File: src/source/cache_pkg.sv
package cache_pkg;

    // One data word, also used for byte and line addresses
    typedef logic [31:0] word_t;

    // Four words, word i in bits 32*i and up
    typedef logic [127:0] line_t;

    // RISC-V funct3 access size
    typedef logic [2:0] size_t;

    localparam size_t SIZE_BYTE = 3'b000;
    localparam size_t SIZE_HALF = 3'b001;
    localparam size_t SIZE_WORD = 3'b010;

    localparam int WORDS_PER_LINE = 4;

    // Request kind seen by the cache
    typedef enum logic [1:0] {
        OP_IDLE,
        OP_LOAD,
        OP_STORE
    } cache_op_e;

endpackage

File: src/source/line_port_if.sv
`timescale 1ns/1ps

interface line_port_if import cache_pkg::*; ();

    logic  wb_valid;
    word_t wb_addr;     // Line address, byte address >> 4
    line_t wb_data;
    logic  wb_room;
    word_t fetch_addr;  // Line address as well
    line_t fetch_data;

    // Side that evicts lines and asks for fills
    modport upstream (
        output wb_valid, wb_addr, wb_data, fetch_addr,
        input  wb_room, fetch_data
    );

    // Side that absorbs lines and answers fills
    modport downstream (
        input  wb_valid, wb_addr, wb_data, fetch_addr,
        output wb_room, fetch_data
    );

endinterface

File: src/source/writeback_buffer.sv
`timescale 1ns/1ps

module writeback_buffer import cache_pkg::*; #(
    parameter int WB_DEPTH = 2
) (
    input  logic            clk,
    input  logic            rst,
    line_port_if.downstream cache_side,
    line_port_if.upstream   mem_side
);

    localparam int PTR_W = (WB_DEPTH > 1) ? $clog2(WB_DEPTH) : 1;
    localparam int CNT_W = $clog2(WB_DEPTH + 1);

    word_t addr_q [WB_DEPTH];
    line_t data_q [WB_DEPTH];

    logic [PTR_W-1:0] wr_ptr;
    logic [PTR_W-1:0] rd_ptr;
    logic [CNT_W-1:0] count;

    logic  push;
    logic  pop;
    line_t fwd_line;

    function automatic logic [PTR_W-1:0] next_ptr(input logic [PTR_W-1:0] p);
        return (int'(p) == WB_DEPTH - 1) ? '0 : p + 1'b1;
    endfunction

    assign cache_side.wb_room = (count != CNT_W'(WB_DEPTH));

    assign push = cache_side.wb_valid && cache_side.wb_room;
    assign pop  = mem_side.wb_valid && mem_side.wb_room;

    // Oldest line is always on offer to memory
    assign mem_side.wb_valid = (count != '0);
    assign mem_side.wb_addr  = addr_q[rd_ptr];
    assign mem_side.wb_data  = data_q[rd_ptr];

    always_ff @(posedge clk) begin
        if (rst) begin
            wr_ptr <= '0;
            rd_ptr <= '0;
            count  <= '0;
        end else begin
            if (push) begin
                wr_ptr <= next_ptr(wr_ptr);
            end
            if (pop) begin
                rd_ptr <= next_ptr(rd_ptr);
            end
            count <= count + CNT_W'(push) - CNT_W'(pop);
        end
    end

    always_ff @(posedge clk) begin
        if (push) begin
            addr_q[wr_ptr] <= cache_side.wb_addr;
            data_q[wr_ptr] <= cache_side.wb_data;
        end
    end

    // Fetch forwarding, scan oldest to youngest so the last match wins
    assign mem_side.fetch_addr = cache_side.fetch_addr;

    always_comb begin
        int slot;
        fwd_line = mem_side.fetch_data;  // Memory copy unless a pending line matches
        for (int i = 0; i < WB_DEPTH; i++) begin
            slot = (int'(rd_ptr) + i) % WB_DEPTH;
            if (i < int'(count) && addr_q[slot] == cache_side.fetch_addr) begin
                fwd_line = data_q[slot];
            end
        end
    end

    assign cache_side.fetch_data = fwd_line;

endmodule

File: src/flat_wrapper.sv
// flat-port wrapper written by rule: the top's interface ports become plain ports
module writeback_buffer_flat import cache_pkg::*;
#(
    parameter int WB_DEPTH = 2
)
  (clk, rst, cache_side_wb_valid, cache_side_wb_addr, cache_side_wb_data, cache_side_fetch_addr, cache_side_wb_room, cache_side_fetch_data, mem_side_wb_valid, mem_side_wb_addr, mem_side_wb_data, mem_side_fetch_addr, mem_side_wb_room, mem_side_fetch_data);
  line_port_if cache_side_i ();
  line_port_if mem_side_i ();
  input  logic clk;
  input  logic rst;
  input wire logic [$bits(cache_side_i.wb_valid)-1:0] cache_side_wb_valid;
  input wire logic [$bits(cache_side_i.wb_addr)-1:0] cache_side_wb_addr;
  input wire logic [$bits(cache_side_i.wb_data)-1:0] cache_side_wb_data;
  input wire logic [$bits(cache_side_i.fetch_addr)-1:0] cache_side_fetch_addr;
  output wire logic [$bits(cache_side_i.wb_room)-1:0] cache_side_wb_room;
  output wire logic [$bits(cache_side_i.fetch_data)-1:0] cache_side_fetch_data;
  output wire logic [$bits(mem_side_i.wb_valid)-1:0] mem_side_wb_valid;
  output wire logic [$bits(mem_side_i.wb_addr)-1:0] mem_side_wb_addr;
  output wire logic [$bits(mem_side_i.wb_data)-1:0] mem_side_wb_data;
  output wire logic [$bits(mem_side_i.fetch_addr)-1:0] mem_side_fetch_addr;
  input wire logic [$bits(mem_side_i.wb_room)-1:0] mem_side_wb_room;
  input wire logic [$bits(mem_side_i.fetch_data)-1:0] mem_side_fetch_data;
  assign cache_side_i.wb_valid = cache_side_wb_valid;
  assign cache_side_i.wb_addr = cache_side_wb_addr;
  assign cache_side_i.wb_data = cache_side_wb_data;
  assign cache_side_i.fetch_addr = cache_side_fetch_addr;
  assign cache_side_wb_room = cache_side_i.wb_room;
  assign cache_side_fetch_data = cache_side_i.fetch_data;
  assign mem_side_wb_valid = mem_side_i.wb_valid;
  assign mem_side_wb_addr = mem_side_i.wb_addr;
  assign mem_side_wb_data = mem_side_i.wb_data;
  assign mem_side_fetch_addr = mem_side_i.fetch_addr;
  assign mem_side_i.wb_room = mem_side_wb_room;
  assign mem_side_i.fetch_data = mem_side_fetch_data;
  writeback_buffer #(.WB_DEPTH(WB_DEPTH)) u_core (.clk(clk), .rst(rst), .cache_side(cache_side_i), .mem_side(mem_side_i));
endmodule
File: config.mk
export PLATFORM = sky130hd
export DESIGN_NAME = writeback_buffer_flat
export DESIGN_NICKNAME = d
export VERILOG_FILES = /design/src/source/cache_pkg.sv /design/src/source/line_port_if.sv /design/src/source/writeback_buffer.sv /design/src/flat_wrapper.sv
export SDC_FILE = /design/constraint.sdc
export NUM_CORES = 1
export LEC_CHECK = 0
export BUFFER_PORTS_ARGS = -buffer_cell sky130_fd_sc_hd__buf_4
export CAP_MARGIN = 20
export CORE_AREA = 2 2 252 254
export CTS_CLUSTER_DIAMETER = 40
export DETAILED_ROUTE_END_ITERATION = 12
export DIE_AREA = 0 0 254 256
export PLACE_DENSITY = 0.51
export SYNTH_ARGS = -nofsm -noshare
export SYNTH_HDL_FRONTEND = slang
export SYNTH_SLANG_ARGS = --single-unit
File: constraint.sdc
create_clock -name clk -period 9.8 [get_ports clk]
set_input_delay 0.98 -clock clk [delete_from_list [all_inputs] [get_ports clk]]
set_output_delay 0.98 -clock clk [all_outputs]
set_load 0.1 [all_outputs]
### After elaboration in Yosys (flattened, before gate mapping)

Memories as Yosys holds them, arrays and structs flattened. A register that Yosys moved wholly into a read port is not among the register bits.
Index checks and enable logic that the tools add are counted.

| word-level totals | value |
|---|---|
| bits in writable memories | 320 |
| bits in registers | 4 |
| memories | 2 |
| input bits | 324 |
| word-level logic and storage cells | 34 |

| cells by class | value |
|---|---|
| muxes and demuxes | 14 |
| add/subtract/negate cells | 5 |
| equality and inequality tests | 3 |
| $lt $le $gt $ge | 2 |
| reductions and logical operators | 5 |

Memory list:

| memory | depth | bits a word | rd ports | clocked after Yosys merged registers in | write ports | line | RTL |
|---|---|---|---|---|---|---|---|
| u_core.data_q | 2 | 128 | 3 | 2 | 1 | writeback_buffer.sv:16 | `line_t data_q [WB_DEPTH];` |
| u_core.addr_q | 2 | 32 | 3 | 2 | 1 | writeback_buffer.sv:15 | `word_t addr_q [WB_DEPTH];` |

Operators with widths:

| operator | number |
|---|---|
| 2-to-1 mux 128 bit | 2 |
| == test 32 bit | 2 |
| 2-to-1 mux 1 bit | 12 |
| logical AND 1 bit | 4 |
| less-than comparator 1 x 2 -> 1 bit (first input constant) | 2 |
| adder 1 bit (second input constant) | 3 |
| adder 2 x 1 -> 2 bit | 1 |
| inequality test 2 bit (second input constant) | 1 |
| nonzero test 2 bit | 1 |
| subtractor 2 x 1 -> 2 bit | 1 |

### Longest topological paths before layout

An unclocked memory read counts as a cell.

| depth | value |
|---|---|
| depth in word-level cells | 5 |
| gate-level depth with buffers | 13 |
| depth with buffers taken out | 8 |

### Worst setup path before layout

Ideal clock, no wire load.

| path | value |
|---|---|
| path kind | flip-flop to flip-flop |
| from | register u_core.count[0] |
| to | memory u_core.addr_q[0][0] in the netlist's numbering, enable pin |
| stages on the path, launching flop included | 5 |
| period minus slack after synthesis | 8620 ps |
| arrival time | 7937 ps |
| setup slack | 1180 ps |
| path through | dfxtp_1 inv_1 nand2_1 nand2_1 nor2_1 |

| on the way | value |
|---|---|
| word-level cells in the longest chain between the ends | 4 |

Ends and longest elaborated chain:

| element | line | RTL |
|---|---|---|
| start: declaration | writeback_buffer.sv:20 | `logic [CNT_W-1:0] count;` |
| start signal: assignment | writeback_buffer.sv:52 | `count <= count + CNT_W'(push) - CNT_W'(pop);` |
| inequality test 2 bit | writeback_buffer.sv:30 | `assign cache_side.wb_room = (count != CNT_W'(WB_DEPTH));` |
| named net cache_side_wb_room | flat_wrapper.sv:15 | `output wire logic [$bits(cache_side_i.wb_room)-1:0] cache_side_wb_room;` |
| logical AND 1 bit | writeback_buffer.sv:32 | `assign push = cache_side.wb_valid && cache_side.wb_room;` |
| 2-to-1 mux 1 bit | writeback_buffer.sv:57 | `if (push) begin` |
| 2-to-1 mux 1 bit (not written as such) | writeback_buffer.sv:58 | `addr_q[wr_ptr] <= cache_side.wb_addr;` |
| end: declaration | writeback_buffer.sv:15 |  |

The timed path passes the listed nets, and every way through them passes these cells.

==> impl_metrics.env <==
export IMPL_ant_nets=0
export IMPL_nets=2183
export IMPL_synth_edf_count=320
export IMPL_hpwl_um=40760
export IMPL_worstMarginPinSlew_ns=0.9988
export IMPL_layout_drive_gt1_share=0.5599
export IMPL_powerDensity_nw_per_um2=310.2
export IMPL_drtIter0Drc=617
export IMPL_holdCritPathClass="in -> reg"
export IMPL_clock_latency_ns=0.59
export IMPL_wl_um=56080
export IMPL_crit_type="reg -> out"
export IMPL_gp_congestion=0.8395
export IMPL_fin_crit_ns=6.666
export IMPL_ios=646
export IMPL_drc=0
export IMPL_synth_compound_area_share=0.04120
export IMPL_cts_tree="yes"
export IMPL_slowest_delay_ns=0.83
export IMPL_fmax_mhz=150.0
export IMPL_synth_ff_type="edfxtp_1"
export IMPL_synth_avg_cell_area_um2=14.00
export IMPL_synth_fa_ha_area_frac=0.001433
export IMPL_grt_pass1_wl_um=81910
export IMPL_die_h_um=256
export IMPL_status="finished clean"
export IMPL_synth_top_area_share=0.5503
export IMPL_dr_pass1_iters=6
export IMPL_end_kind="primary output"
export IMPL_synth_area_top_cells="edfxtp_1 (55%), mux2_2 (18%), mux2i_1 (9.2%), o21ai_1 (2.9%), nand2_1 (2.8%)"
export IMPL_core_area_um2=62390
export IMPL_vias_per_cell=4.479
export IMPL_initial_core_util=0.2799
export IMPL_finalHoldViolations=0
export IMPL_std_cell_rows=92
export IMPL_critPathLaunchType="flip-flop"
export IMPL_ys_warn_count=0
export IMPL_grt_ovfl_total=0
export IMPL_synthArstFlopShare=0
export IMPL_grt_pass1_vias=13060
export IMPL_setup_tns_ns=0
export IMPL_worst_clock_skew_ns=0.01888
export IMPL_postCtsSetupRepairBufs=0
export IMPL_die_w_um=254
export IMPL_slew_headroom=0.3341
export IMPL_path_delay_family="buffers and inverters"
export IMPL_syn2layout_area_growth_pct=40.35
export IMPL_synth_xor_area_frac=0.03410
export IMPL_cp_max_fo=61
export IMPL_wl_per_cell_um=20.35
export IMPL_synth_most_common_cell="edfxtp_1"
export IMPL_muxShareOfSynthArea=0.2796
export IMPL_setup_violations=0
export IMPL_cts_root_buffer_cell="clkbuf_16"
export IMPL_drv_slew=0
export IMPL_rsz0062_at_grt="no"
export IMPL_arrival_ns=5.69
export IMPL_antenna_found_initial=5
export IMPL_crit_path_top_delay_cell="buf_4"
export IMPL_synthSimpleGateAreaFrac=0.03941
export IMPL_synthesis_area_um2=17460
export IMPL_ys_top_cells_by_count="edfxtp_1 (320), mux2_2 (278), mux2i_1 (160)"
export IMPL_ys_ff_latch=325
export IMPL_worstPathCellList="buf_4 > mux2_2 > xor2_1 > nor4_1 > nand4_1 > nor3_4 > buf_4 > buf_4 > mux2i_1 > o21ai_1 > buf_4"
export IMPL_hold_buffers=0
export IMPL_synth_top_area_cell="edfxtp_1"
export IMPL_period_share=0.6802
export IMPL_netlist_instances=1247
export IMPL_io_buffers=645
export IMPL_route_vias_total=12340
export IMPL_cp_buffers_inverters=4
export IMPL_grt_max_degree=159
export IMPL_max_clock_path_buffers=3
export IMPL_clock_sink_count=325
export IMPL_seq_area_frac_synth=0.5560
export IMPL_synth_cell_types=31
export IMPL_power_mw=7.604
export IMPL_synth_top_family_by_area="multiplexers"
export IMPL_postCtsResizedCells=0
export IMPL_numCtsBuffers=58
export IMPL_peakVddDrop_uv=176.6
export IMPL_htreeDepth=2
export IMPL_p_leak_nw=9.057
export IMPL_path_common_cell="buf_4"
export IMPL_dieArea_um2=65020
export IMPL_maxCapViolations=0
export IMPL_path_clk_slew_ns=0.06
export IMPL_required_ns=8.82
export IMPL_syn_nets=1573
export IMPL_grtUsageTotal=0.1664
where the power goes:
group | internal (mW) | leakage, nW | switching, mW
Clock | 1.16 | 0.883 | 0.679
Sequential | 1.80 | 3.03 | 0.142
Combinational | 0.988 | 5.14 | 2.83
Total | 3.95 | 9.06 | 3.65
sequential cells by signal, summed over array words and instances (netlist names), named ones only:
| signal | cells |
|---|---|
| u_core.count | 2 |
| u_core.wr_ptr | 1 |
| u_core.data_q | 256 |
| u_core.rd_ptr | 1 |
| u_core.addr_q | 64 |
worst register-to-register path: stages (launching register included):
cell     delay (ns)
dfxtp_1        0.32
inv_1          0.06
nand2_1        0.10
nand2_1        0.14
nor2_4         0.45
buf_4          0.47
buf_4          0.72
placed cells by master, fill, tap and decap left out, drive strengths merged, types with 8 or more instances in the layout:
cell,synthesis,routed
mux2,288,288
clkbuf,43,69
inv,3,8
nand2,130,130
mux2i,160,160
xnor2,34,34
edfxtp,320,320
clkinv,0,26
nor4,14,14
xor2,34,34
buf,67,660
o21ai,128,128
logic make-up after synthesis:
family                     after synthesis
buffers and inverters                  113
and+or+nand+nor                        163
muxes                                  448
xor gates and xnor gates                68
adders and majority gates                2
DFF                                    325
AOI/OAI and AO/OA                      128
per-layer routing:
layer	up-vias	routed length, um	GRT usage
met1	5962	22510	0.1978
met5	-	0	0
met3	91	3456	0.03641
li1	5882	-	-
met2	406	28510	0.2927
met4	0	1599	0.06046
stage by stage:
| step | cells | hold WS (ns) | utilization | instance area [um^2] | worst slack (ns) |
|---|---|---|---|---|---|
| after floorplan | 1247 | 0.4932 | - | 17460 | 1.180 |
| after global placement | 2643 | 0.5619 | 0.3637 | 22690 | 3.792 |
| after detailed placement | 2643 | 0.5751 | 0.3637 | 22690 | 3.727 |
| final | 2755 | 0.5762 | 0.3928 | 24510 | 3.134 |
| after global routing | 2755 | 0.5410 | 0.3928 | 24510 | 2.714 |
| after CTS | 2750 | 0.5258 | 0.3926 | 24500 | 3.098 |
area by class of cell:
class | instances | area, um^2
antenna | 5 | 12.51
clock buffer | 69 | 1493
clock inverter | 38 | 315.3
fill | 6061 | 37880
inverter | 3 | 11.26
multi-input combinational | 809 | 6935
sequential | 325 | 9717
tap | 846 | 1059
timing repair buffer | 660 | 4967
final timing paths:
kind | start | endpoint | slack, ns | cells after the start
setup / recovery | flip-flop | cache_side_fetch_data[31] | 3.13 | 11
hold / removal | cache_side_wb_data[54] | u_core.data_q[1][54] | 0.58 | 1
setup reg to reg | u_core.count[0] | u_core.data_q[0][87] | 7.07 | 6
hold reg to reg | u_core.count[1] | u_core.count[1] | 0.59 | 2
Power figures use the tool's default switching activity.
