<file path="src/source/cache_pkg.sv">
package cache_pkg;

    // One data word, also used for byte and line addresses
    typedef logic [31:0] word_t;

    // Four words, word i in bits 32*i and up
    typedef logic [127:0] line_t;

    // RISC-V funct3 access size
    typedef logic [2:0] size_t;

    localparam size_t SIZE_BYTE = 3'b000;
    localparam size_t SIZE_HALF = 3'b001;
    localparam size_t SIZE_WORD = 3'b010;

    localparam int WORDS_PER_LINE = 4;

    // Request kind seen by the cache
    typedef enum logic [1:0] {
        OP_IDLE,
        OP_LOAD,
        OP_STORE
    } cache_op_e;

endpackage

</file>
<file path="src/source/line_port_if.sv">
`timescale 1ns/1ps

interface line_port_if import cache_pkg::*; ();

    logic  wb_valid;
    word_t wb_addr;     // Line address, byte address >> 4
    line_t wb_data;
    logic  wb_room;
    word_t fetch_addr;  // Line address as well
    line_t fetch_data;

    // Side that evicts lines and asks for fills
    modport upstream (
        output wb_valid, wb_addr, wb_data, fetch_addr,
        input  wb_room, fetch_data
    );

    // Side that absorbs lines and answers fills
    modport downstream (
        input  wb_valid, wb_addr, wb_data, fetch_addr,
        output wb_room, fetch_data
    );

endinterface

</file>
<file path="src/source/data_cache.sv">
`timescale 1ns/1ps

module data_cache import cache_pkg::*; #(
    parameter int NUM_SETS = 4
) (
    input  logic          clk,
    input  logic          rst,
    input  logic          rd_en,
    input  logic          wr_en,
    input  word_t         addr,
    input  word_t         write_data,
    input  size_t         funct3,
    output word_t         read_data,
    output logic          hit,
    output logic          resp_valid,
    output logic          busy,
    line_port_if.upstream mem
);

    localparam int IDX_W = $clog2(NUM_SETS);
    localparam int TAG_W = 28 - IDX_W;  // Line address minus index

    logic [TAG_W-1:0]    tag_array [NUM_SETS];
    line_t               data_array [NUM_SETS];
    logic [NUM_SETS-1:0] valid;
    logic [NUM_SETS-1:0] dirty;

    logic [TAG_W-1:0] tag;
    logic [IDX_W-1:0] index;
    logic [1:0]       word_off;
    logic [1:0]       lane;

    cache_op_e  op;
    logic       lookup_hit;
    line_t      cur_line;
    line_t      store_line;
    word_t      sel_word;
    word_t      lane_word;
    word_t      wdata_rep;
    word_t      merged_word;
    word_t      load_word;
    logic [3:0] byte_en;

    // Address split
    assign tag      = addr[31 -: TAG_W];
    assign index    = addr[4 +: IDX_W];
    assign word_off = addr[3:2];
    assign lane     = addr[1:0];

    assign busy = !mem.wb_room;

    // Store wins when both strobes are high
    always_comb begin
        if (busy) begin
            op = OP_IDLE;
        end else if (wr_en) begin
            op = OP_STORE;
        end else if (rd_en) begin
            op = OP_LOAD;
        end else begin
            op = OP_IDLE;
        end
    end

    assign lookup_hit = valid[index] && (tag_array[index] == tag);

    // On a miss the fetched line stands in for the cached one
    assign cur_line = lookup_hit ? data_array[index] : mem.fetch_data;
    assign sel_word = cur_line[32*word_off +: 32];

    assign mem.fetch_addr = {4'b0000, tag, index};

    // Victim goes out on the same edge the new line is filled
    assign mem.wb_valid = (op != OP_IDLE) && !lookup_hit && valid[index] && dirty[index];
    assign mem.wb_addr  = {4'b0000, tag_array[index], index};
    assign mem.wb_data  = data_array[index];

    // Zero-extended load formatting
    always_comb begin
        lane_word = sel_word >> {lane, 3'b000};
        case (funct3)
            SIZE_BYTE: load_word = {24'b0, lane_word[7:0]};
            SIZE_HALF: load_word = {16'b0, lane_word[15:0]};
            default:   load_word = sel_word;
        endcase
    end

    // Store merge into the selected word
    always_comb begin
        case (funct3)
            SIZE_BYTE: begin
                wdata_rep = {4{write_data[7:0]}};
                byte_en   = 4'b0001 << lane;
            end
            SIZE_HALF: begin
                wdata_rep = {2{write_data[15:0]}};
                byte_en   = lane[1] ? 4'b1100 : 4'b0011;  // Half-word aligned
            end
            default: begin
                wdata_rep = write_data;
                byte_en   = 4'b1111;
            end
        endcase
        for (int b = 0; b < 4; b++) begin
            merged_word[8*b +: 8] = byte_en[b] ? wdata_rep[8*b +: 8] : sel_word[8*b +: 8];
        end
        store_line = cur_line;
        store_line[32*word_off +: 32] = merged_word;
    end

    // Control state
    always_ff @(posedge clk) begin
        if (rst) begin
            valid      <= '0;
            dirty      <= '0;
            resp_valid <= 1'b0;
            hit        <= 1'b0;
        end else begin
            resp_valid <= (op != OP_IDLE);
            hit        <= (op != OP_IDLE) && lookup_hit;
            if (op != OP_IDLE) begin
                valid[index] <= 1'b1;
                if (op == OP_STORE) begin
                    dirty[index] <= 1'b1;
                end else if (!lookup_hit) begin
                    dirty[index] <= 1'b0;  // Clean fill
                end
            end
        end
    end

    // Tags, data and load result
    always_ff @(posedge clk) begin
        if (op == OP_LOAD) begin
            read_data <= load_word;
        end
        if (op != OP_IDLE) begin
            tag_array[index]  <= tag;
            data_array[index] <= (op == OP_STORE) ? store_line : cur_line;
        end
    end

endmodule

</file>
<file path="src/flat_wrapper.sv">
// flat-port wrapper written by rule: the top's interface ports become plain ports
module data_cache_flat import cache_pkg::*;
#(
    parameter int NUM_SETS = 4
)
  (clk, rst, rd_en, wr_en, addr, write_data, funct3, read_data, hit, resp_valid, busy, mem_wb_valid, mem_wb_addr, mem_wb_data, mem_fetch_addr, mem_wb_room, mem_fetch_data);
  line_port_if mem_i ();
  input  logic clk;
  input  logic rst;
  input  logic rd_en;
  input  logic wr_en;
  input  word_t addr;
  input  word_t write_data;
  input  size_t funct3;
  output word_t read_data;
  output logic hit;
  output logic resp_valid;
  output logic busy;
  output wire logic [$bits(mem_i.wb_valid)-1:0] mem_wb_valid;
  output wire logic [$bits(mem_i.wb_addr)-1:0] mem_wb_addr;
  output wire logic [$bits(mem_i.wb_data)-1:0] mem_wb_data;
  output wire logic [$bits(mem_i.fetch_addr)-1:0] mem_fetch_addr;
  input wire logic [$bits(mem_i.wb_room)-1:0] mem_wb_room;
  input wire logic [$bits(mem_i.fetch_data)-1:0] mem_fetch_data;
  assign mem_wb_valid = mem_i.wb_valid;
  assign mem_wb_addr = mem_i.wb_addr;
  assign mem_wb_data = mem_i.wb_data;
  assign mem_fetch_addr = mem_i.fetch_addr;
  assign mem_i.wb_room = mem_wb_room;
  assign mem_i.fetch_data = mem_fetch_data;
  data_cache #(.NUM_SETS(NUM_SETS)) u_core (.clk(clk), .rst(rst), .rd_en(rd_en), .wr_en(wr_en), .addr(addr), .write_data(write_data), .funct3(funct3), .read_data(read_data), .hit(hit), .resp_valid(resp_valid), .busy(busy), .mem(mem_i));
endmodule
</file>
<file path="config.mk">
export PLATFORM = sky130hd
export DESIGN_NAME = data_cache_flat
export DESIGN_NICKNAME = d
export VERILOG_FILES = /design/src/source/cache_pkg.sv /design/src/source/line_port_if.sv /design/src/source/data_cache.sv /design/src/flat_wrapper.sv
export SDC_FILE = /design/constraint.sdc
export NUM_CORES = 1
export LEC_CHECK = 0
export ABC_CLOCK_PERIOD_IN_PS = 12350
export BUFFER_PORTS_ARGS = -buffer_cell sky130_fd_sc_hd__clkbuf_2
export CAP_MARGIN = 20
export CELL_PAD_IN_SITES_DETAIL_PLACEMENT = 1
export CELL_PAD_IN_SITES_GLOBAL_PLACEMENT = 2
export CORE_ASPECT_RATIO = 1.4
export CORE_MARGIN = 2
export CORE_UTILIZATION = 38
export CTS_CLUSTER_DIAMETER = 80
export DETAILED_ROUTE_END_ITERATION = 8
export PLACE_DENSITY_LB_ADDON = 0.05
export SYNTH_ARGS = -nofsm -noshare
export SYNTH_HDL_FRONTEND = slang
export SYNTH_SLANG_ARGS = --single-unit
</file>
<file path="constraint.sdc">
create_clock -name clk -period 12.35 [get_ports clk]
set_clock_uncertainty 0.05 [all_clocks]
set_input_delay 0.6175 -clock clk [delete_from_list [all_inputs] [get_ports clk]]
set_output_delay 0.6175 -clock clk [all_outputs]
set_load 0.02 [all_outputs]
</file>
# Word-level counts from Yosys, hierarchy flattened
# Memory sizes are Yosys's and may differ from the RTL's.
# Index checks and enable logic that the tools add are counted.
[totals]
reg_bits = 42
latch_bits = 0
mem_bits_rw = 616
rom_bits = 0
inputBits = 200
word_cells = 59
mem_count = 2
[classes]
add_sub_neg = 1
n_mul = 0
div = 0
n_lt_le_gt_ge = 2
n_eq_ne = 5
shifts = 5
muxes = 24
bitwise_logic = 4
reduce_logical = 11
[mem_list]
columns = ["name", "depth", "word_bits", "read_ports", "rd_ports_with_merged_regs", "wr", "line", "source"]
rows = [
  ["u_core.data_array", 4, 128, 1, 0, 1, "data_cache.sv:24", "line_t data_array [NUM_SETS];"],
  ["u_core.tag_array", 4, 26, 1, 0, 1, "data_cache.sv:23", "logic [TAG_W-1:0] tag_array [NUM_SETS];"],
]
[ops]
columns = ["cell", "count"]
rows = [
  ["two-way mux 128 bit", 2],
  ["bitwise mux 128 bit", 1],
  ["one-hot mux 32 bit (2 select lines)", 2],
  ["variable shift 32 x 34 -> 128 bit (first input constant)", 1],
  ["indexed part select 128 x 8 -> 32 bit", 1],
  ["indexed part select 32 x 34 -> 128 bit", 1],
  ["negation 7 -> 34 bit", 1],
  ["two-way mux 8 bit", 4],
  [">> shifter 32 x 5 -> 16 bit", 1],
  ["equality test 26 bit", 1],
  ["two-way mux 4 bit", 3],
  ["bitwise OR 4 bit", 2],
  ["one-hot mux 4 bit (2 select lines)", 1],
  ["logical AND 1 bit", 6],
  ["two-way mux 1 bit", 6],
  ["bitwise AND 4 bit", 1],
  ["binary-select mux 1 bit (select 2 bit)", 2],
  ["two-way mux 2 bit", 2],
  ["NOT 4 bit", 1],
  ["left shift 1 x 2 -> 4 bit (first input constant)", 1],
  ["equality test 3 x 1 -> 1 bit (second input constant)", 1],
  ["zero test 3 bit", 1],
  ["less-than comparator 2 x 3 -> 1 bit (second input constant)", 1],
  ["demux 1 bit (select 2 bit)", 1],
  ["other kinds (7)", 8],
]

# Depth between registers and ports, before layout
# Gate-level depths: netlist of the first run.
[depth]
ltp_word = 9
depth_mapped = 15
ltp_nobuf = 10

# Least setup slack after synthesis of the first run
# OpenSTA, ideal clock, no wires.
[synth_timing]
kind = "input port to flip-flop"
start = "input addr[5]"
end = "memory u_core.data_array[0][0] in the netlist's numbering, enable pin"
setup_time_ns = 0.858
arrival_time_ns = 12.426
setup_slack_ns = -0.984
cell_stages = 7
cell_sequence = "buf_2 buf_4 buf_2 buf_1 clkbuf_1 clkbuf_1 nor3_1"
[synth_rtl]
columns = ["item", "line", "source"]
rows = [
  ["start: declaration", "flat_wrapper.sv:12", "input word_t addr;"],
  ["end: declaration", "data_cache.sv:24", ""],
]
# Straight into the memory's write port.

# Worst setup path in the final report of the first run
[layout_timing]
start = "input addr[5]"
end = "memory u_core.data_array[2][15] in the netlist's numbering, data pin"
[layout_via]
elab_chain_cells = 9
[layout_rtl]
columns = ["item", "line", "source"]
rows = [
  ["memory (4 x 26 bit) or binary-select mux 1 bit (select 2 bit) (tied branches)", "--", ""],
  ["equality test 26 bit or two-way mux 1 bit (tied branches)", "data_cache.sv:65", "assign lookup_hit = valid[index] && (tag_array[index] == tag);"],
  ["logical AND 1 bit", "data_cache.sv:65", ""],
  ["two-way mux 128 bit *", "data_cache.sv:68", "assign cur_line = lookup_hit ? data_array[index] : mem.fetch_data;"],
  ["indexed part select 128 x 8 -> 32 bit", "data_cache.sv:69", "assign sel_word = cur_line[32*word_off +: 32];"],
  ["two-way mux 8 bit", "data_cache.sv:105", "merged_word[8*b +: 8] = byte_en[b] ? wdata_rep[8*b +: 8] : sel_word[8*b +: 8];"],
  ["indexed part select 32 x 34 -> 128 bit", "data_cache.sv:108", "store_line[32*word_off +: 32] = merged_word;"],
  ["bitwise mux 128 bit", "data_cache.sv:108", ""],
  ["two-way mux 128 bit *", "data_cache.sv:139", "data_array[index] <= (op == OP_STORE) ? store_line : cur_line;"],
]
# Mark *: on every way between the ends. The rest lies on a longest branch, timed or not. The select of a mux whose other input is x is not followed.

==> reports/metrics.csv, run 1 <==
stage;metric;value;unit
worst_setup_path;regToRegStartpoint;u_core.tag_array[3][4]$_DFFE_PP_;
yosys;synthXorXnorAreaFrac;0.00614;
sta;setup_ws;5.85;ns
sta;fmax;0.154;GHz
finish;nFillCells;7562;
finish;seqCellArea;19700;sq um
worst_setup_path;required;12.70;ns
global_route;overflow;0;
clock_tree;cts_max_level;3;
global_route;antenna_found_initial;5;
finish;layout_common_cells;648 x edfxtp_1, 416 x clkbuf_2, 207 x mux4_2;
worst_hold_path;hold_class;in2reg;
route;initialDrtViolationCount;1395;
global_route;track_usage;0.269;
yosys;ys.flop_type;edfxtp_1;
floorplanning;die_y;336;um
yosys;ys_warn_count;0;
finish;final_common_cell;edfxtp_1;
pwr;leakagePower;0.0118;uW
floorplanning;ioPinCount;428;
global_route;grt_pass1_vias;20300;
finish;area_growth;17.7;%
floorplanning;start_util;0.384;
pwr;p_sw_frac;0.253;
yosys;synthSimpleGateAreaFrac;0.0271;
worst_hold_path;holdPathEnd;u_core.tag_array[3][6]$_DFFE_PP_;
yosys;yosys.cell_types.count;57;
route;detail-route-antenna-nets;0;
worst_setup_path;path_max_fanout;66;
floorplanning;die_area;81100;sq um
global_route;grt_pass1_wl;153000;um
route;vias;18600;
place;post_dp_cell_area;33000;sq um
worst_setup_path;crit_arrival;6.85;ns
finish;layout.nets;2274;
pwr;comb_power_share;0.125;
clock_tree;post_cts_buffers;0;
sta;rsz0062_at_grt;false;
global_route;grt_max_degree;77;
worst_setup_path;worstReg2RegEnd;u_core.data_array[2][15]$_DFFE_PP_;
finish;drive_above_1_share;0.370;
job;cap_violations;0;
pwr;vdd_drop_max;112;uV
route;vias_per_cell;5.87;
yosys;synth_compound_area_frac;0.0622;
pwr;pwr-share-clk;0.392;
pwr;p_int;4020;uW
yosys;ys_ff_latch;658;
place;dp_slack;5.09;ns
yosys;yosysSeqAreaShare;0.656;
worst_hold_path;whs_path_depth;1;
clock_tree;hold_buffers;0;
worst_setup_path;ff2ff_path_depth;12;
floorplanning;num_rows;121;
worst_setup_path;setup.worst_path.start;addr[5];
clock_tree;clk_latency;0.63;ns
yosys;netlist_instances;1690;
route;first_pass_iters;8;
worst_setup_path;startpoint_type;input pin;
clock_tree;cts-root-buf;clkbuf_16;
status;status;completed;
sta;finalHoldViolations;0;
pwr;powerDensity;152;nW/um^2
pwr;seq_power_share;0.484;
clock_tree;clk_path_buf_depth;3;
clock_tree;ctsResizeCount;0;
place;io_buffers;419;
yosys;synth_top_family_by_area;multiplexers;
finish;design_area;35300;sq um
sta;tightestPinTransition;1.08;ns
route;drc;0;
pwr;power.net_switching;1360;uW
sta;fin_crit;6.50;ns
yosys;synth_adder_area_share;0.00209;
worst_setup_path;endpoint_kind;flop;
clock_tree;cts_tree;built;
sta;setup_tns;0;ns
clock_tree;clk_pin_slew;0.06;ns
sta;relSlewSlack;0.274;
place;routabilityCongestion;0.790;
sta;report.final.slew_viol_count;0;
route;wirelength;109000;um
yosys;synthArstFlopShare;0;
clock_tree;clock-sinks;658;
sta;finalSetupViolCount;0;
finish;multi_input_area;9560;sq um
yosys;synth-edff-count;648;
sta;finalCritPeriodShare;0.526;
worst_setup_path;criticalPathCategory;in2reg;
yosys;synth_area;30000;sq um
place;post-dp-hpwl;72200;um
floorplanning;core_area;78000;sq um
yosys;synthMuxAreaShare;0.218;
route;wl_per_cell;34.2;um
clock_tree;numCtsBuffers;70;
worst_hold_path;min_from;addr[12];
worst_setup_path;rrSetupSlack;6.98;ns
yosys;avgSynthCellArea;17.7;sq um
floorplanning;die_w;241;um
worst max path at each step:
stage / end / slack, ns / depth (start not counted)
2_1_floorplan: u_core.data_array[2][0]$_DFFE_PP_ / 2.87 / 8
6_report: u_core.data_array[2][15]$_DFFE_PP_ / 5.85 / 14
5_1_grt: u_core.data_array[2][79]$_DFFE_PP_ / 5.52 / 14
3_5_place_dp: u_core.read_data[3]$_DFFE_PN_ / 5.09 / 13
3_3_place_gp: u_core.read_data[3]$_DFFE_PN_ / 5.08 / 13
4_1_cts: u_core.read_data[3]$_DFFE_PN_ / 5.76 / 13
through the flow:
stage / total power, uW / hold slack, ns / util / cells
after floorplan: 3040 / 0.385 / - / 1697
after global placement: 3310 / 0.394 / 0.423 / 3042
after detailed placement: 3330 / 0.415 / 0.423 / 3042
after CTS: 5430 / 0.176 / 0.452 / 3169
after global routing: 5540 / 0.203 / 0.452 / 3169
final: 5370 / 0.204 / 0.452 / 3171
power by group through the flow:
stage / clock network (uW) / logic (uW) / registers [uW]
floorplan: 0 / 390 / 2650
global placement: 0 / 674 / 2640
detailed placement: 0 / 678 / 2650
CTS: 2150 / 681 / 2600
global route: 2220 / 710 / 2610
finish: 2100 / 669 / 2600
registers in the layout, indices dropped and copies added (netlist names), named ones only:
signal             flops
u_core.tag_array     104
u_core.data_array    512
u_core.hit             1
u_core.resp_valid      1
u_core.read_data      32
u_core.valid           4
Yosys cell counts, drive strengths merged, types with 7 or more instances:
| cell type | count | share of area |
|---|---|---|
| nand3 | 8 | 0.0013 |
| a211oi | 18 | 0.0045 |
| a21oi | 15 | 0.0025 |
| a21o | 7 | 0.0018 |
| dfxtp | 10 | 0.0067 |
| and2 | 16 | 0.0033 |
| mux2i | 180 | 0.060 |
| a2111oi | 7 | 0.0023 |
| inv | 12 | 0.0015 |
| buf | 91 | 0.019 |
| xor2 | 7 | 0.0020 |
| nand2 | 51 | 0.0064 |
| edfxtp | 648 | 0.65 |
| clkbuf | 67 | 0.0084 |
| and3 | 13 | 0.0027 |
| mux4 | 207 | 0.16 |
| o22a | 7 | 0.0020 |
| o211ai | 8 | 0.0020 |
| nor2 | 42 | 0.0055 |
| o21a | 31 | 0.0078 |
| o22ai | 127 | 0.027 |
| a22oi | 8 | 0.0020 |
| o21ai | 25 | 0.0042 |
| xnor2 | 14 | 0.0041 |
| nor3 | 12 | 0.0020 |
area by class of cell:
type | count | area share
tap | 1045 | 0.0371
clock buffer | 83 | 0.0523
timing repair buffer | 458 | 0.0691
antenna | 2 | 0.000142
multi-input combinational | 868 | 0.271
clock inverter | 44 | 0.0112
sequential | 658 | 0.558
inverter | 13 | 0.00138
cells by family after synthesis:
kind of cell / count (synthesis)
flip-flops: 658
XOR/XNOR: 21
other: 1
adder cells (fa/ha/maj): 5
AO/OA/AOI/OAI: 276
AND/OR/NAND/NOR: 166
buffers and inverters: 171
multiplexers: 392
worst max-delay path, cell delays in order:
cell and delay, ns:
clkbuf_8 0.51, buf_4 0.87, mux4_2 0.44, xnor2_1 0.18, nand4_1 0.21, nor4_2 0.45
nand4_2 0.22, nor2_4 0.14, buf_4 0.62, buf_4 0.91, mux2i_1 0.23, mux4_2 0.58
mux2_2 0.33, o22ai_1 0.28
per-layer routing:
layer	wire [um]	vias up	GRT usage
met5	57	-	0
met1	42000	10000	0.329
met4	4350	8	0.112
met3	6320	164	0.0508
met2	55800	651	0.466
li1	-	7777	-
No activity file was read; power rests on OpenSTA's default activity.
==> run 2: changes to the inputs <==
--- a/config.mk
+++ b/config.mk
@@ -5,7 +5,7 @@
 export SDC_FILE = /design/constraint.sdc
 export NUM_CORES = 1
 export LEC_CHECK = 0
-export ABC_CLOCK_PERIOD_IN_PS = 12350
+export ABC_CLOCK_PERIOD_IN_PS = 5500
 export BUFFER_PORTS_ARGS = -buffer_cell sky130_fd_sc_hd__clkbuf_2
 export CAP_MARGIN = 20
 export CELL_PAD_IN_SITES_DETAIL_PLACEMENT = 1
==> constraint.sdc (replaced) <==
create_clock -name clk -period 5.5 [get_ports clk]
set_clock_uncertainty 0.05 [all_clocks]
set_input_delay 0.275 -clock clk [delete_from_list [all_inputs] [get_ports clk]]
set_output_delay 0.275 -clock clk [all_outputs]
set_load 0.02 [all_outputs]
==> reports/metrics.csv, run 2 (synthesis results as in run 1) <==
stage;metric;value;unit;change
sta;setup_tns;0;ns;unchanged
clock_tree;hold_buffers;27;;was 0
worst_hold_path;hold_class;in2reg;;unchanged
floorplanning;ioPinCount;428;;unchanged
route;detail-route-antenna-nets;0;;unchanged
route;vias_per_cell;5.83;;was 5.87
finish;layout.nets;2324;;was 2274
finish;largestRegisters;u_core.data_array x512, u_core.tag_array x104, u_core.read_data x32;;unchanged
route;wirelength;107000;um;was 109000 um
route;initialDrtViolationCount;1218;;was 1395
status;status;completed;;unchanged
place;post_dp_cell_area;33200;sq um;was 33000 sq um
finish;final_common_cell;edfxtp_1;;unchanged
floorplanning;die_y;336;um;unchanged
global_route;antenna_found_initial;5;;unchanged
worst_setup_path;path_max_fanout;45;;was 66
clock_tree;post_cts_buffers;0;;unchanged
pwr;leakagePower;0.0121;uW;was 0.0118 uW
finish;nFillCells;7529;;was 7562
sta;relSlewSlack;0.262;;was 0.274
route;wl_per_cell;33.3;um;was 34.2 um
sta;rsz0062_at_grt;false;;unchanged
worst_setup_path;crit_arrival;4.79;ns;was 6.85 ns
route;met3_length;6960;um;was 6320 um
sta;fin_crit;4.46;ns;
clock_tree;clk_path_buf_depth;3;;unchanged
worst_setup_path;criticalPathCategory;reg2reg;;was in2reg
worst_setup_path;required;5.84;ns;was 12.70 ns
worst_setup_path;crit_top_cell;mux4_2;;was buf_4
floorplanning;num_rows;121;;unchanged
route;drc;0;;unchanged
floorplanning;die_area;81100;sq um;unchanged
route;vias;18800;;was 18600
worst_setup_path;ff2ff_path_depth;12;;unchanged
sta;finalHoldViolations;0;;unchanged
route;maxUsedRoutingLayer;met5;;unchanged
clock_tree;cts_max_level;3;;unchanged
finish;top_register;u_core.data_array;;unchanged
worst_setup_path;crit_chain;mux4_2 -> xnor2_1 -> nand4_1 -> nor4_2 -> nand4_2 -> nor2_4 -> buf_12 -> buf_4 -> mux2i_1 -> mux4_2 -> mux2_2 -> o22ai_1;;was clkbuf_8 -> buf_4 -> mux4_2 -> xnor2_1 -> nand4_1 -> nor4_2 -> nand4_2 -> nor2_4 -> buf_4 -> buf_4 -> mux2i_1 -> mux4_2 -> mux2_2 -> o22ai_1
finish;drive_above_1_share;0.374;;was 0.370
global_route;track_usage;0.265;;was 0.269
worst_setup_path;endpoint_kind;flop;;unchanged
clock_tree;numCtsBuffers;69;;was 70
place;post-dp-hpwl;72500;um;was 72200 um
route;first_pass_iters;7;;was 8
clock_tree;cts_tree;built;;unchanged
worst_setup_path;crit_path_top_delay_cell;mux4_2;;was buf_4
worst_setup_path;max_stage_delay;0.58;ns;was 0.91 ns
sta;finalCritPeriodShare;0.811;;
global_route;overflow;0;;unchanged
pwr;vdd_drop_max;265;uV;was 112 uV
worst_hold_path;whs_path_depth;4;;was 1
place;routabilityCongestion;0.834;;was 0.790
clock_tree;clk_pin_slew;0.06;ns;about the same
sta;finalSetupViolCount;0;;unchanged
pwr;powerDensity;337;nW/um^2;was 152 nW/um^2
worst_setup_path;path_buf_inv;2;;was 4
clock_tree;clk_latency;0.62;ns;was 0.63 ns
finish;largest_reg_flops;512;;unchanged
clock_tree;ctsResizeCount;0;;unchanged
global_route;grt_pass1_vias;20000;;was 20300
job;cap_violations;0;;unchanged
global_route;grt_pass1_wl;151000;um;was 153000 um
worst_setup_path;cp_num_cells;12;;was 14
route;wl_met2;54700;um;was 55800 um
clock_tree;cts-root-buf;clkbuf_16;;unchanged
floorplanning;start_util;0.384;;unchanged
finish;design_area;35800;sq um;was 35300 sq um
worst_setup_path;crit_family;multiplexers;;was buffers and inverters
global_route;grt_max_degree;134;;was 77
finish;layout_common_cells;648 x edfxtp_1, 416 x clkbuf_2, 207 x mux4_2;;unchanged
place;io_buffers;419;;unchanged
finish;area_growth;19.4;%;was 17.7%
sta;report.final.slew_viol_count;0;;unchanged
floorplanning;die_w;241;um;unchanged
worst_setup_path;startpoint_type;flop;;was input pin
sta;fmax;0.224;GHz;
floorplanning;core_area;78000;sq um;unchanged
route;wirelength_met1;42100;um;was 42000 um
clock_tree;clock-sinks;658;;unchanged
sta;tightestPinTransition;1.10;ns;was 1.08 ns
run 2: cell count changes in the layout (fill, tap and decap cells not counted), sizes merged:
| cell | change |
|---|---|
| dlygate4sd3 | +27 |
| clkbuf | +6 |
| buf | +24 |
| bufinv | -1 |
| clkinv | -12 |
| clkinvlp | +5 |
| inv | +2 |
| diode | -1 |
run 2: path summary, 6_finish.rpt:
check                                  endpoint  slack [ns]                             start
max          u_core.data_array[0][15]$_DFFE_PP_        1.04  u_core.tag_array[3][4]$_DFFE_PP_
max reg2reg  u_core.data_array[0][15]$_DFFE_PP_        1.04  u_core.tag_array[3][4]$_DFFE_PP_
min                u_core.resp_valid$_SDFF_PP0_        0.11                             rd_en
min reg2reg                                flop        0.43                              flop
run 2: report_power, final:
part,switching [uW],internal (uW)
Sequential,63.7,5780
Combinational,989,541
Clock,2000,2690
run 2: layout make-up:
class	instances	area, sq um	share of cell area
sequential	658	19700	0.550
multi-input combinational	868	9550	0.267
timing repair buffer	509	2970	0.0830
clock buffer	89	1860	0.0521
tap	1045	1310	0.0366
clock inverter	38	360	0.0101
inverter	13	48.8	0.00136
antenna	1	2.50	0.0000700
run 2: per-stage QoR:
| stage | hold WS (ns) | setup slack [ns] | utilization | instances | total power (uW) |
|---|---|---|---|---|---|
| finish | 0.107 | 1.04 | 0.459 | 3221 | 12100 |
| global route | 0.131 | 0.792 | 0.459 | 3220 | 12400 |
| CTS | 0.0823 | 0.926 | 0.458 | 3219 | 12200 |
| detailed placement | 0.416 | 0.639 | 0.426 | 3065 | 7480 |
| global placement | 0.397 | 0.630 | 0.426 | 3065 | 7450 |
| floorplan | 0.324 | 0.00331 | - | 1697 | 6820 |
run 2: metal layers:
metal	GRT usage	vias to the layer above
met5	0	-
met4	0.0890	10
met3	0.0558	131
met2	0.459	705
met1	0.328	10100
li1	-	7879
run 2: worst reg2reg max path: cells and delay by family (launching register included):
kind                   cells  cell delay (ns)
XOR/XNOR                   1             0.17
multiplexers               4             1.56
flip-flops                 1             0.39
AND/OR/NAND/NOR            4             1.10
buffers and inverters      2             0.69
AO/OA/AOI/OAI              1             0.27
==> run 3: changes to the inputs <==
--- a/config.mk
+++ b/config.mk
@@ -5,14 +5,14 @@
 export SDC_FILE = /design/constraint.sdc
 export NUM_CORES = 1
 export LEC_CHECK = 0
-export ABC_CLOCK_PERIOD_IN_PS = 5500
+export ABC_CLOCK_PERIOD_IN_PS = 4400
 export BUFFER_PORTS_ARGS = -buffer_cell sky130_fd_sc_hd__clkbuf_2
 export CAP_MARGIN = 20
 export CELL_PAD_IN_SITES_DETAIL_PLACEMENT = 1
 export CELL_PAD_IN_SITES_GLOBAL_PLACEMENT = 2
 export CORE_ASPECT_RATIO = 1.4
 export CORE_MARGIN = 2
-export CORE_UTILIZATION = 38
+export CORE_UTILIZATION = 42
 export CTS_CLUSTER_DIAMETER = 80
 export DETAILED_ROUTE_END_ITERATION = 8
 export PLACE_DENSITY_LB_ADDON = 0.05
==> constraint.sdc (replaced) <==
create_clock -name clk -period 4.4 [get_ports clk]
set_clock_uncertainty 0.05 [all_clocks]
set_input_delay 0.22 -clock clk [delete_from_list [all_inputs] [get_ports clk]]
set_output_delay 0.22 -clock clk [all_outputs]
set_load 0.02 [all_outputs]
==> reports/metrics.csv, run 3 (synthesis results as in run 1) <==
stage;metric;value;unit;change
status;status;completed;;unchanged
worst_setup_path;startpoint_type;flop;;unchanged
worst_hold_path;hold_class;in2reg;;unchanged
finish;largestRegisters;u_core.data_array x512, u_core.tag_array x104, u_core.read_data x32;;unchanged
sta;relSlewSlack;0.288;;was 0.262
finish;drive_above_1_share;0.379;;was 0.374
finish;layout_common_cells;648 x edfxtp_1, 416 x clkbuf_2, 207 x mux4_2;;unchanged
clock_tree;cts_max_level;3;;unchanged
job;cap_violations;0;;unchanged
global_route;grt_pass1_wl;149000;um;was 151000 um
floorplanning;num_rows;115;;was 121
route;initialDrtViolationCount;1462;;was 1218
clock_tree;cts-root-buf;clkbuf_16;;unchanged
route;vias_per_cell;6.04;;was 5.83
clock_tree;clk_path_buf_depth;3;;unchanged
worst_setup_path;path_max_fanout;12;;was 45
route;detail-route-antenna-nets;0;;unchanged
clock_tree;clock-sinks;658;;unchanged
finish;fin_cells;3153;;was 3221
sta;tightestPinTransition;1.07;ns;was 1.10 ns
pwr;leakagePower;0.0122;uW;was 0.0121 uW
finish;area_growth;20.0;%;was 19.4%
place;post-dp-hpwl;71300;um;was 72500 um
worst_setup_path;crit_chain;mux4_2 -> xnor2_1 -> nand4_1 -> nor4_2 -> buf_4 -> nand4_2 -> nor2_4 -> buf_12 -> buf_4 -> mux4_2 -> mux2i_1 -> o21a_1 -> o22ai_1;;was mux4_2 -> xnor2_1 -> nand4_1 -> nor4_2 -> nand4_2 -> nor2_4 -> buf_12 -> buf_4 -> mux2i_1 -> mux4_2 -> mux2_2 -> o22ai_1
clock_tree;clk_latency;0.63;ns;was 0.62 ns
floorplanning;die_y;320;um;was 336 um
finish;final_common_cell;edfxtp_1;;unchanged
pwr;vdd_drop_max;303;uV;was 265 uV
finish;largest_reg_flops;512;;unchanged
sta;finalHoldViolations;0;;unchanged
floorplanning;ioPinCount;428;;unchanged
clock_tree;cts_tree;built;;unchanged
sta;report.final.slew_viol_count;0;;unchanged
sta;fin_crit;4.11;ns;was 4.46 ns
clock_tree;numCtsBuffers;69;;unchanged
worst_setup_path;required;4.65;ns;was 5.84 ns
worst_setup_path;crit_arrival;4.36;ns;was 4.79 ns
worst_setup_path;endpoint_kind;flop;;unchanged
finish;nFillCells;6643;;was 7529
global_route;overflow;0;;unchanged
global_route;grt_pass1_vias;20400;;was 20000
place;io_buffers;419;;unchanged
global_route;antenna_found_initial;8;;was 5
pwr;powerDensity;413;nW/um^2;was 337 nW/um^2
route;wl_per_cell;33.0;um;was 33.3 um
global_route;grt_max_degree;129;;was 134
clock_tree;clk_pin_slew;0.06;ns;about the same
route;drc;0;;unchanged
sta;setup_ws;0.291;ns;was 1.04 ns
floorplanning;core_area;70500;sq um;was 78000 sq um
clock_tree;ctsResizeCount;0;;unchanged
worst_setup_path;criticalPathCategory;reg2reg;;unchanged
floorplanning;die_area;73500;sq um;was 81100 sq um
place;dp_slack;-0.00653;ns;was 0.639 ns
sta;fmax;0.243;GHz;was 0.224 GHz
sta;rsz0062_at_grt;false;;unchanged
pwr;p_total;14800;uW;was 12100 uW
route;first_pass_iters;5;;was 7
route;wirelength;104000;um;was 107000 um
finish;layout.nets;2367;;was 2324
worst_setup_path;max_stage_delay;0.50;ns;was 0.58 ns
place;dpl.cell_count;2999;;was 3065
worst_setup_path;crit_path_top_delay_cell;mux4_2;;unchanged
place;routabilityCongestion;0.839;;was 0.834
finish;top_register;u_core.data_array;;unchanged
floorplanning;die_w;230;um;was 241 um
global_route;track_usage;0.283;;was 0.265
sta;finalCritPeriodShare;0.934;;was 0.811
floorplanning;start_util;0.425;;was 0.384
sta;finalSetupViolCount;0;;unchanged
route;vias;19000;;was 18800
run 3: cell count changes in the layout (fill, tap and decap cells not counted), sizes merged:
cell	change
clkbuf	-3
clkinvlp	-5
bufinv	-2
buf	+43
diode	+5
clkinv	+8
inv	-5
run 3: cell type report:
type | instances | area [sq um] | area share
Antenna cell | 6 | 15.0 | 0.000418
Clock buffer | 86 | 1830 | 0.0510
Clock inverter | 34 | 254 | 0.00707
Inverter | 13 | 48.8 | 0.00136
Multi-Input combinational cell | 868 | 9540 | 0.265
Sequential cell | 658 | 19700 | 0.547
Tap cell | 936 | 1170 | 0.0326
Timing Repair Buffer | 552 | 3420 | 0.0951
run 3: worst max-delay path: cells and delay by family, from the launching register on:
family | cells | cell delay [ns]
simple gates | 4 | 0.80
flops | 1 | 0.36
mux | 3 | 1.19
buf+inv | 3 | 0.58
xor+xnor | 1 | 0.18
compound gates | 2 | 0.59
run 3: path summary, 6_finish.rpt:
check                                                  startpoint                            endpoint  slack, ns  cells past startpoint
worst max-delay path            u_core.tag_array[3][20]$_DFFE_PP_  u_core.data_array[3][90]$_DFFE_PP_       0.29                     13
worst min-delay path                           mem_fetch_data[42]  u_core.data_array[3][42]$_DFFE_PP_       0.06                      3
worst max register to register  u_core.tag_array[3][20]$_DFFE_PP_  u_core.data_array[3][90]$_DFFE_PP_       0.29                     13
worst min register to register                               flop                                flop       0.42                      2
run 3: timing repair:
item,4_1_cts,5_1_grt
hold endpoints to repair,114,0
hold buffers,27,0
setup buffers,0,0
run 3: power breakdown:
group          switching, uW  leakage, uW  internal (uW)
Combinational           1220      0.00529            709
Clock                   2420      0.00101           3170
Sequential              77.6      0.00593           7220
run 3: through the flow:
| stage | instance area, sq um | util | setup TNS (ns) | hold slack, ns |
|---|---|---|---|---|
| 3_3_place_gp | 33500 | 0.476 | 0 | 0.397 |
| 2_1_floorplan | 30100 | - | -130.95 | 0.269 |
| 5_1_grt | 35900 | 0.510 | 0 | 0.0734 |
| 6_report | 35900 | 0.510 | 0 | 0.0632 |
| 3_5_place_dp | 33500 | 0.476 | -0.0260 | 0.413 |
| 4_1_cts | 35900 | 0.509 | 0 | 0.0342 |
run 3: routing by layer:
layer | vias up | track usage | share of wire
met5 | - | 0 | 0.00040
met4 | 6 | 0.0928 | 0.029
met3 | 133 | 0.0586 | 0.068
met2 | 755 | 0.502 | 0.52
met1 | 10200 | 0.344 | 0.38
li1 | 7974 | - | -
